### src/noc_consts.svh
// Mesh size, router degree, queue depth and packet field width macros
`ifndef NOC_CONSTS_SVH
`define NOC_CONSTS_SVH

// Mesh shape
// --------------------

// Node columns, x runs west to east
`define NOC_X_NODES 2
// Node rows, y runs south to north
`define NOC_Y_NODES 2
// One router per node
`define NOC_NODES (`NOC_X_NODES * `NOC_Y_NODES)

// Router
// --------------------

// Local plus north, east, south, west
`define NOC_DEGREE 5
// Entries per input queue
`define NOC_QUEUE_DEPTH 4

// Packet fields
// --------------------

// Enough for a 2 wide mesh in either axis
`define NOC_COORD_W 1
// Node data carried by each flit
`define NOC_PAYLOAD_W 16

`endif
### src/noc_pkg.sv
// Packet struct and router port number enum for the mesh NoC
`include "noc_consts.svh"

package noc_pkg;

  // Packet
  // --------------------

  // Single flit, routed on dest_x then dest_y
  // Source id is y * X_NODES + x of the sending node
  typedef struct packed {
    logic [`NOC_COORD_W-1:0]   dest_x;  // Destination column
    logic [`NOC_COORD_W-1:0]   dest_y;  // Destination row
    logic [2*`NOC_COORD_W-1:0] src_id;  // Sending node number
    logic [`NOC_PAYLOAD_W-1:0] payload; // Opaque node data
  } packet_t;

  // Port numbers
  // --------------------

  // Numbering shared by every router, the mesh wiring and the testbench
  // North is y+1, east is x+1
  typedef enum logic [2:0] {
    PORT_LOCAL = 3'd0,  // Attached node
    PORT_NORTH = 3'd1,  // Router at y+1
    PORT_EAST  = 3'd2,  // Router at x+1
    PORT_SOUTH = 3'd3,  // Router at y-1
    PORT_WEST  = 3'd4   // Router at x-1
  } port_e;

  // A link is made of
  //   a packet_t data word
  //   a valid from the sender
  //   an enable from the receiver
  // Transfer on any rising clk where valid and enable are both high

endpackage

### src/noc_mesh.sv
// 2 by 2 mesh NoC top with router array, neighbour links and edge tie-offs
`timescale 1ns/1ps
`include "noc_consts.svh"

module noc_mesh (
  input  logic                               clk,
  input  logic                               i_rst_n,

  // Node to network, valid/enable
  // --------------------
  input  noc_pkg::packet_t [0:`NOC_NODES-1] i_data,      // Packet offered by each node
  input  logic             [0:`NOC_NODES-1] i_data_val,
  output logic             [0:`NOC_NODES-1] o_en,        // Network takes the packet

  // Network to node, valid/enable
  // --------------------
  output noc_pkg::packet_t [0:`NOC_NODES-1] o_data,      // Delivered packet per node
  output logic             [0:`NOC_NODES-1] o_data_val,
  input  logic             [0:`NOC_NODES-1] i_en         // Node takes the packet
);

  localparam int X_N     = `NOC_X_NODES;
  localparam int Y_N     = `NOC_Y_NODES;
  localparam int ROUTERS = `NOC_NODES;
  localparam int DEGREE  = `NOC_DEGREE;

  // Router side of each link, rt_x[router][port]
  // Router number is y * X_N + x, same as its node
  noc_pkg::packet_t [0:ROUTERS-1][0:DEGREE-1] rt_i_data;     // Into router inputs
  logic             [0:ROUTERS-1][0:DEGREE-1] rt_i_data_val;
  logic             [0:ROUTERS-1][0:DEGREE-1] rt_o_en;       // Queue enables out
  noc_pkg::packet_t [0:ROUTERS-1][0:DEGREE-1] rt_o_data;     // From output registers
  logic             [0:ROUTERS-1][0:DEGREE-1] rt_o_data_val;
  logic             [0:ROUTERS-1][0:DEGREE-1] rt_i_en;       // Downstream enables in

  for (genvar y = 0; y < Y_N; y++) begin : gen_y
    for (genvar x = 0; x < X_N; x++) begin : gen_x
      localparam int R = y * X_N + x;

      // Local port to the node
      assign rt_i_data[R][noc_pkg::PORT_LOCAL]     = i_data[R];
      assign rt_i_data_val[R][noc_pkg::PORT_LOCAL] = i_data_val[R];
      assign rt_i_en[R][noc_pkg::PORT_LOCAL]       = i_en[R];
      assign o_en[R]       = rt_o_en[R][noc_pkg::PORT_LOCAL];
      assign o_data[R]     = rt_o_data[R][noc_pkg::PORT_LOCAL];
      assign o_data_val[R] = rt_o_data_val[R][noc_pkg::PORT_LOCAL];

      // North link pairs with the south port of router R + X_N
      if (y < Y_N - 1) begin : gen_north
        assign rt_i_data[R][noc_pkg::PORT_NORTH]     = rt_o_data[R+X_N][noc_pkg::PORT_SOUTH];
        assign rt_i_data_val[R][noc_pkg::PORT_NORTH] = rt_o_data_val[R+X_N][noc_pkg::PORT_SOUTH];
        assign rt_i_en[R][noc_pkg::PORT_NORTH]       = rt_o_en[R+X_N][noc_pkg::PORT_SOUTH];
      end else begin : gen_north_edge
        assign rt_i_data[R][noc_pkg::PORT_NORTH]     = '0;
        assign rt_i_data_val[R][noc_pkg::PORT_NORTH] = 1'b0;  // Nothing arrives
        assign rt_i_en[R][noc_pkg::PORT_NORTH]       = 1'b1;  // Never stalls
      end

      // East link pairs with the west port of router R + 1
      if (x < X_N - 1) begin : gen_east
        assign rt_i_data[R][noc_pkg::PORT_EAST]     = rt_o_data[R+1][noc_pkg::PORT_WEST];
        assign rt_i_data_val[R][noc_pkg::PORT_EAST] = rt_o_data_val[R+1][noc_pkg::PORT_WEST];
        assign rt_i_en[R][noc_pkg::PORT_EAST]       = rt_o_en[R+1][noc_pkg::PORT_WEST];
      end else begin : gen_east_edge
        assign rt_i_data[R][noc_pkg::PORT_EAST]     = '0;
        assign rt_i_data_val[R][noc_pkg::PORT_EAST] = 1'b0;
        assign rt_i_en[R][noc_pkg::PORT_EAST]       = 1'b1;
      end

      // South link pairs with the north port of router R - X_N
      if (y > 0) begin : gen_south
        assign rt_i_data[R][noc_pkg::PORT_SOUTH]     = rt_o_data[R-X_N][noc_pkg::PORT_NORTH];
        assign rt_i_data_val[R][noc_pkg::PORT_SOUTH] = rt_o_data_val[R-X_N][noc_pkg::PORT_NORTH];
        assign rt_i_en[R][noc_pkg::PORT_SOUTH]       = rt_o_en[R-X_N][noc_pkg::PORT_NORTH];
      end else begin : gen_south_edge
        assign rt_i_data[R][noc_pkg::PORT_SOUTH]     = '0;
        assign rt_i_data_val[R][noc_pkg::PORT_SOUTH] = 1'b0;
        assign rt_i_en[R][noc_pkg::PORT_SOUTH]       = 1'b1;
      end

      // West link pairs with the east port of router R - 1
      if (x > 0) begin : gen_west
        assign rt_i_data[R][noc_pkg::PORT_WEST]     = rt_o_data[R-1][noc_pkg::PORT_EAST];
        assign rt_i_data_val[R][noc_pkg::PORT_WEST] = rt_o_data_val[R-1][noc_pkg::PORT_EAST];
        assign rt_i_en[R][noc_pkg::PORT_WEST]       = rt_o_en[R-1][noc_pkg::PORT_EAST];
      end else begin : gen_west_edge
        assign rt_i_data[R][noc_pkg::PORT_WEST]     = '0;
        assign rt_i_data_val[R][noc_pkg::PORT_WEST] = 1'b0;
        assign rt_i_en[R][noc_pkg::PORT_WEST]       = 1'b1;
      end

      // Router at (x, y)
      noc_router #(
        .X_LOC      (x),
        .Y_LOC      (y)
      ) u_router (
        .clk        (clk),
        .i_rst_n    (i_rst_n),
        .i_data     (rt_i_data[R]),      // Upstream routers and node
        .i_data_val (rt_i_data_val[R]),
        .o_en       (rt_o_en[R]),
        .o_data     (rt_o_data[R]),      // Downstream routers and node
        .o_data_val (rt_o_data_val[R]),
        .i_en       (rt_i_en[R])
      );
    end
  end

endmodule

### src/noc_router.sv
// Five-port mesh router with input queues, switch allocator and output registers
`timescale 1ns/1ps
`include "noc_consts.svh"

module noc_router #(
  parameter int X_LOC = 0,  // Column in the mesh
  parameter int Y_LOC = 0   // Row in the mesh
) (
  input  logic                                clk,
  input  logic                                i_rst_n,

  // Input links, valid/enable
  // --------------------
  input  noc_pkg::packet_t [0:`NOC_DEGREE-1] i_data,      // From upstream routers and node
  input  logic             [0:`NOC_DEGREE-1] i_data_val,
  output logic             [0:`NOC_DEGREE-1] o_en,        // To upstream

  // Output links, valid/enable
  // --------------------
  output noc_pkg::packet_t [0:`NOC_DEGREE-1] o_data,      // To downstream routers and node
  output logic             [0:`NOC_DEGREE-1] o_data_val,
  input  logic             [0:`NOC_DEGREE-1] i_en         // From downstream
);

  localparam int N = `NOC_DEGREE;

  // Queue heads toward the allocator
  noc_pkg::packet_t [0:N-1] head;
  logic             [0:N-1] head_val;
  logic             [0:N-1] pop;

  // Allocator toward the output registers
  noc_pkg::packet_t [0:N-1] out_data;
  logic             [0:N-1] out_load;
  logic             [0:N-1] out_free;

  // Input queues
  // --------------------

  // One FIFO per input port
  for (genvar p = 0; p < N; p++) begin : gen_queue
    noc_input_queue #(
      .DEPTH      (`NOC_QUEUE_DEPTH)
    ) u_queue (
      .clk        (clk),
      .i_rst_n    (i_rst_n),
      .i_data     (i_data[p]),
      .i_data_val (i_data_val[p]),
      .o_en       (o_en[p]),
      .o_head     (head[p]),
      .o_head_val (head_val[p]),
      .i_pop      (pop[p])
    );
  end

  // Switch allocation
  // --------------------

  // Empty register, or one the downstream drains this cycle
  assign out_free = ~o_data_val | i_en;

  noc_switch_alloc #(
    .X_LOC      (X_LOC),
    .Y_LOC      (Y_LOC)
  ) u_alloc (
    .clk        (clk),
    .i_rst_n    (i_rst_n),
    .i_head     (head),
    .i_head_val (head_val),
    .i_out_free (out_free),
    .o_pop      (pop),
    .o_out_data (out_data),
    .o_out_load (out_load)
  );

  // Output registers
  // --------------------

  // Valid holds until the downstream enable takes it
  always_ff @(posedge clk or negedge i_rst_n) begin
    if (!i_rst_n) begin
      o_data_val <= '0;
    end else begin
      for (int p = 0; p < N; p++) begin
        if (out_load[p])   o_data_val[p] <= 1'b1;  // New packet, back to back allowed
        else if (i_en[p])  o_data_val[p] <= 1'b0;  // Drained
      end
    end
  end

  // Data only changes on a load, so it holds under back-pressure
  always_ff @(posedge clk) begin
    for (int p = 0; p < N; p++) begin
      if (out_load[p]) begin
        o_data[p] <= out_data[p];
      end
    end
  end

endmodule

### src/noc_switch_alloc.sv
// XY route compute, per-output round-robin switch allocator and crossbar
`timescale 1ns/1ps
`include "noc_consts.svh"

module noc_switch_alloc #(
  parameter int X_LOC = 0,  // Router column
  parameter int Y_LOC = 0   // Router row
) (
  input  logic                                clk,
  input  logic                                i_rst_n,

  // Queue heads, one per input port
  input  noc_pkg::packet_t [0:`NOC_DEGREE-1] i_head,
  input  logic             [0:`NOC_DEGREE-1] i_head_val,
  input  logic             [0:`NOC_DEGREE-1] i_out_free,  // Output register can load

  // Grants
  output logic             [0:`NOC_DEGREE-1] o_pop,       // Per input
  output noc_pkg::packet_t [0:`NOC_DEGREE-1] o_out_data,  // Per output, crossbar
  output logic             [0:`NOC_DEGREE-1] o_out_load   // Per output
);

  localparam int N  = `NOC_DEGREE;
  localparam int PW = $clog2(N);
  localparam logic [`NOC_COORD_W-1:0] X_COORD = `NOC_COORD_W'(X_LOC);
  localparam logic [`NOC_COORD_W-1:0] Y_COORD = `NOC_COORD_W'(Y_LOC);

  noc_pkg::port_e route  [0:N-1];  // Wanted output per input
  logic [0:N-1]   req    [0:N-1];  // req[output][input]
  logic [0:N-1]   gnt    [0:N-1];  // gnt[output][input]
  logic [PW-1:0]  win    [0:N-1];  // Winning input per output
  logic [PW-1:0]  rr_ptr [0:N-1];  // First input looked at

  // Route compute
  // --------------------

  // Dimension order, x first then y
  always_comb begin
    for (int i = 0; i < N; i++) begin
      if (i_head[i].dest_x > X_COORD)      route[i] = noc_pkg::PORT_EAST;
      else if (i_head[i].dest_x < X_COORD) route[i] = noc_pkg::PORT_WEST;
      else if (i_head[i].dest_y > Y_COORD) route[i] = noc_pkg::PORT_NORTH;
      else if (i_head[i].dest_y < Y_COORD) route[i] = noc_pkg::PORT_SOUTH;
      else                                 route[i] = noc_pkg::PORT_LOCAL;  // Arrived
    end
  end

  // Request matrix, each valid head asks for exactly one output
  always_comb begin
    for (int o = 0; o < N; o++) begin
      for (int i = 0; i < N; i++) begin
        req[o][i] = i_head_val[i] && (int'(route[i]) == o);
      end
    end
  end

  // Arbitration
  // --------------------

  // Scan from rr_ptr, first requester wins, only for a free output
  always_comb begin
    int idx;
    for (int o = 0; o < N; o++) begin
      gnt[o]        = '0;
      win[o]        = '0;
      o_out_load[o] = 1'b0;
      for (int k = 0; k < N; k++) begin
        idx = int'(rr_ptr[o]) + k;
        if (idx >= N) idx = idx - N;       // Wrap around the port ring
        if (i_out_free[o] && req[o][idx] && !o_out_load[o]) begin
          gnt[o][idx]   = 1'b1;
          win[o]        = PW'(idx);
          o_out_load[o] = 1'b1;
        end
      end
    end
  end

  // Pop every granted head, at most one grant per input
  always_comb begin
    for (int i = 0; i < N; i++) begin
      o_pop[i] = 1'b0;
      for (int o = 0; o < N; o++) begin
        o_pop[i] = o_pop[i] | gnt[o][i];
      end
    end
  end

  // Crossbar
  always_comb begin
    for (int o = 0; o < N; o++) begin
      o_out_data[o] = i_head[win[o]];
    end
  end

  // Pointer moves one past the winner, only on a grant
  always_ff @(posedge clk or negedge i_rst_n) begin
    if (!i_rst_n) begin
      for (int o = 0; o < N; o++) begin
        rr_ptr[o] <= '0;
      end
    end else begin
      for (int o = 0; o < N; o++) begin
        if (o_out_load[o]) begin
          rr_ptr[o] <= (win[o] == PW'(N - 1)) ? '0 : win[o] + 1'b1;
        end
      end
    end
  end

endmodule

### src/noc_input_queue.sv
// Router input queue FIFO with registered not-full enable and head view
`timescale 1ns/1ps
`include "noc_consts.svh"

module noc_input_queue #(
  parameter int DEPTH = `NOC_QUEUE_DEPTH  // Entries held
) (
  input  logic             clk,
  input  logic             i_rst_n,

  // Upstream link, valid/enable
  input  noc_pkg::packet_t i_data,
  input  logic             i_data_val,
  output logic             o_en,        // Registered, room after this edge

  // Allocator side
  output noc_pkg::packet_t o_head,      // Oldest entry
  output logic             o_head_val,
  input  logic             i_pop        // Head granted this cycle
);

  localparam int PTR_W = (DEPTH > 1) ? $clog2(DEPTH) : 1;
  localparam int CNT_W = $clog2(DEPTH + 1);

  noc_pkg::packet_t mem [0:DEPTH-1];  // Circular storage
  logic [PTR_W-1:0] wr_ptr;
  logic [PTR_W-1:0] rd_ptr;
  logic [CNT_W-1:0] count;            // Entries currently held
  logic [CNT_W-1:0] count_next;
  logic             wr;
  logic             rd;

  // Pointer step with wrap, DEPTH need not be a power of two
  function automatic logic [PTR_W-1:0] ptr_inc(input logic [PTR_W-1:0] ptr);
    ptr_inc = (ptr == PTR_W'(DEPTH - 1)) ? '0 : ptr + 1'b1;
  endfunction

  assign wr         = i_data_val & o_en;  // Only write with room
  assign rd         = i_pop & o_head_val;
  assign o_head     = mem[rd_ptr];
  assign o_head_val = (count != '0);

  // Occupancy after this edge
  always_comb begin
    case ({wr, rd})
      2'b10:   count_next = count + 1'b1;
      2'b01:   count_next = count - 1'b1;
      default: count_next = count;        // Idle or write and pop together
    endcase
  end

  // Control
  always_ff @(posedge clk or negedge i_rst_n) begin
    if (!i_rst_n) begin
      wr_ptr <= '0;
      rd_ptr <= '0;
      count  <= '0;
      o_en   <= 1'b1;                     // Empty queue takes a packet
    end else begin
      if (wr) wr_ptr <= ptr_inc(wr_ptr);
      if (rd) rd_ptr <= ptr_inc(rd_ptr);
      count <= count_next;
      o_en  <= (count_next < DEPTH);      // Drops once the last slot fills
    end
  end

  // Storage
  always_ff @(posedge clk) begin
    if (wr) begin
      mem[wr_ptr] <= i_data;
    end
  end

endmodule

### config.mk
export PLATFORM = sky130hd
export DESIGN_NAME = noc_mesh
export DESIGN_NICKNAME = d
export VERILOG_FILES = /design/src/noc_pkg.sv /design/src/noc_mesh.sv /design/src/noc_router.sv /design/src/noc_switch_alloc.sv /design/src/noc_input_queue.sv
export VERILOG_INCLUDE_DIRS = /design/src /design/src/src
export SDC_FILE = /design/constraint.sdc
export NUM_CORES = 2
export LEC_CHECK = 0
export ABC_AREA = 1
export BUFFER_PORTS_ARGS = -buffer_cell sky130_fd_sc_hd__buf_2
export CAP_MARGIN = 20
export CORE_ASPECT_RATIO = 0.75
export CORE_UTILIZATION = 40
export CTS_CLUSTER_DIAMETER = 30
export DETAILED_ROUTE_END_ITERATION = 7
export GPL_TIMING_DRIVEN = 1
export SLEW_MARGIN = 20
export SYNTH_ARGS = -nofsm -noshare
export SYNTH_HDL_FRONTEND = slang
export SYNTH_SLANG_ARGS = --single-unit
### constraint.sdc
create_clock -name clk -period 4.4 [get_ports clk]
set_input_delay 0.88 -clock clk [delete_from_list [all_inputs] [get_ports clk]]
set_output_delay 0.88 -clock clk [all_outputs]
set_load 0.01 [all_outputs]
==> results by group <==
Outcome
  – Status: completed

Yosys
  – Yosys cell types: between 70 and 80
  – Mux contribution to synthesized area: less than 1%
  – Main combinational cell family by area after synthesis: simple AND/OR/NAND/NOR gates
  – Syn Area/Cell: 9.00 µm²
  – Simple-gate share of the synthesized area: 25.8%
  – Yosys top cell area share: between 40 and 50%
  – Number of synthesized flops with an enable pin: 1200
  – Warnings from Yosys: 0
  – Fraction of registers with async set/reset: roughly 12%
  – Mapped cell area: between 70000 and 80000 µm²
  – Post-synthesis register bit count: 1368
  – Top_reg_cell synth: edfxtp_1
  – Post-synthesis sequential area ratio: between 50% and 60%
  – Compound-Gate Fraction of Synth Area: around 8.0%
  – Adder-cell share of the synthesized area: 5.05%
  – Gate Count Post-Synth: 8454
  – Top cells by area in the synthesized netlist: edfxtp_1 47%, nand2_1 10%, dfrtp_1 5.1%
  – Synth Area in XOR/XNOR: less than 1%
  – Leading area contributor after synthesis: edfxtp_1

GRT
  – Initial antenna violation count: 9
  – First-pass GRT wire length: ~340000 µm
  – All-Layer GR Usage: about 22%
  – Vias in the first global route: ~56000
  – Pin count of the biggest net entering global routing: 66
  – Total grt overflow: 0

Setup path
  – Crit-path max FO: 15
  – Req. time, crit path: 5120 ps
  – Worst setup EP type: register
  – Crit path arrival time: 4880 ps
  – CP startpoint kind: register
  – Setup CP Type: register to register

Timing
  – Final setup TNS: 0 ps
  – Final Hold Viols: 0
  – Max-slew violation count: 0
  – Final setup fails: 0
  – Worst-Margin Slew: approximately 1200 ps
  – Final Cycle Share: between 90% and 100%
  – Setup Skew: approximately 62 ps
  – Fmax achieved: between 200 and 250 MHz
  – Setup slack after layout: 240 ps
  – RSZ-0062 raised after global routing: true
  – Slew headroom: 21.3%
  – Final Critical Period: about 4200 ps

CTS
  – Cts bufs inserted: approximately 270
  – # H-tree levels: 5
  – Clock root cell: clkbuf_16
  – CTS tree: yes
  – Clk_lat worst skew: between 800 and 900 ps
  – Clock Path Buffers: 4
  – Clock Pin Slew Worst Setup and Hold Paths: roughly 50 ps
  – CTS sink cnt: roughly 1400

Placement
  – Cell count after placement: between 10000 and 15000
  – Port Buffer Count: roughly 180
  – Dpl ws: roughly 7.8 ps
  – Global placement routability congestion: ~0.96
  – HPWL after DPL: approximately 160000 µm

Route
  – Drt wl/cell: between 15 and 20 µm
  – Drt first pass iters: 6
  – Initial drt markers: between 5000 and 6000
  – Post-DRT Antenna Nets: 0
  – DRC: 0
  – Final WL: 220000 µm
  – DR vias: around 60000
  – Vias per Instance: 5.27

Die
  – Initial core utilization: 40.3%
  – Die Ht: ~380 µm
  – Die area: ~190000 µm²
  – Core area: roughly 190000 µm²
  – # rows: between 100 and 150
  – Die width: around 510 µm
  – I/O pins: between 150 and 200

Final layout
  – Share of cells above drive strength 1: around 18%
  – Util after Layout: between 40% and 50%
  – Area grow syn2layout: 17.7%
  – Most frequent cells in the layout: 2070 x nand2_1, 1200 x edfxtp_1, 973 x nor2_1
  – Final Net Count: 9195
  – Leading cell type in the layout, fill and taps excluded: nand2_1
  – Cell Count, Final, Fillers Out: about 12000
  – # fillers: 17457

Hold path
  – Hold Path Class: input pin to async pin

Run
  – Maxcap violations: 0
==> state kept, by name, indices dropped and copies added, names as in the netlist <==
signal,count
gen_y.gen_x.u_router.gen_queue.u_queue.count,60
gen_y.gen_x.u_router.gen_queue.u_queue.rd_ptr,24
gen_y.gen_x.u_router.o_data_val,12
gen_y.gen_x.u_router.gen_queue.u_queue.mem,960
gen_y.gen_x.u_router.u_alloc.rr_ptr,36
gen_y.gen_x.u_router.gen_queue.u_queue.wr_ptr,24
gen_y.gen_x.u_router.o_data,240
gen_y.gen_x.u_router.gen_queue.u_queue.o_en,12
==> worst max-delay path: stages, from the launching register on <==
cell and delay, ps:
dfrtp_1 370, buf_4 270, ha_2 280, inv_1 50, nand2_1 80, nand2_2 80, nand2_1 140, nand3_2 130
nand2_1 90, nand2_1 90, nor2_1 160, nand3_1 90, nand2_1 100, nand2_2 110, nand4_1 140, o21ai_0 200
nor2_1 160, nand2_1 70, nor2_1 220, nand2_1 140, ha_1 250, fa_1 410, a21oi_1 130, o21ai_1 90
xor2_1 180, inv_1 60
==> metrics by stage <==
| stage | area (µm²) | hold slack [ps] |
|---|---|---|
| floorplan | 76100 | 442 |
| global placement | 80100 | 454 |
| detailed placement | 80100 | 459 |
| CTS | 89100 | 88.2 |
| global route | 89600 | 103 |
| finish | 89600 | 85.8 |
==> metal layers <==
metal	up-vias	routed length (µm)	GRT usage (%)	part of all wire, %
met4	2	4920	5.63	2.2
li1	29126	-	-	-
met3	327	14900	3.32	6.8
met1	29231	103000	33.5	47
met2	2143	96400	33.6	44
met5	-	10	0	0.0046
==> cells in the mapped netlist, drive strengths merged, types with 15 or more instances <==
cell type / instances
nand2: 2145
edfxtp: 1200
nor2: 1040
inv: 876
nand3: 729
o21ai: 449
or2: 311
ha: 269
buf: 247
a21oi: 225
dfrtp: 156
clkbuf: 126
nand4: 126
a32oi: 98
o22ai: 97
nor3: 68
xor2: 54
a32o: 45
o211ai: 32
fa: 24
nand3b: 17
xnor2: 17
nor4: 15
==> repair_timing <==
item	in CTS	in global routing
pin swaps	0	15
hold buffers	0	0
setup buffers	0	8
hold endpoints to repair	0	0
endpoints found under the setup margin	1	38
gates resized for setup	1	141
==> cell families (layout without fill, tap and decap cells) <==
| kind of cell | Yosys count | after routing |
|---|---|---|
| other | 2 | 7 |
| xor gates and xnor gates | 71 | 71 |
| DFF | 1368 | 1368 |
| and+or+nand+nor | 4459 | 4459 |
| adders and majority gates | 293 | 293 |
| buffers and inverters | 1257 | 1819 |
| muxes | 12 | 12 |
| AOI/OAI and AO/OA | 992 | 992 |
==> final cells by class <==
cell class / count / area, µm² / area share (%)
Inverter: 884 / 3330 / 3.71
Multi-Input combinational cell: 5831 / 30800 / 34.4
Tap cell: 2520 / 3150 / 3.52
Sequential cell: 1368 / 40300 / 44.9
Antenna cell: 3 / 7.51 / 0.00838
Clock buffer: 315 / 7130 / 7.96
Clock inverter: 160 / 1810 / 2.02
Timing Repair Buffer: 460 / 3120 / 3.48
==> path summary, 6_finish.rpt <==
| path | startpoint | end | slack, ps | cells after the start |
|---|---|---|---|---|
| max | gen_y[0].gen_x[0].u_router.u_alloc.rr_ptr[9] | register | 240 | 25 |
| min | i_rst_n | gen_y[0].gen_x[0].u_router.u_alloc.rr_ptr[10] | 90 | 1 |
| max reg2reg | gen_y[0].gen_x[0].u_router.u_alloc.rr_ptr[9] | register | 240 | 25 |
| min reg2reg | register | register | 460 | 1 |
| max in group asynchronous | i_rst_n | async pin | 3360 | 2 |
| min in group clk | i_data[8] | register | 280 | 1 |
Power is left out: the tool's default activity adds up to more than one toggle a clock period on the data nets, which glitch-free logic cannot reach.
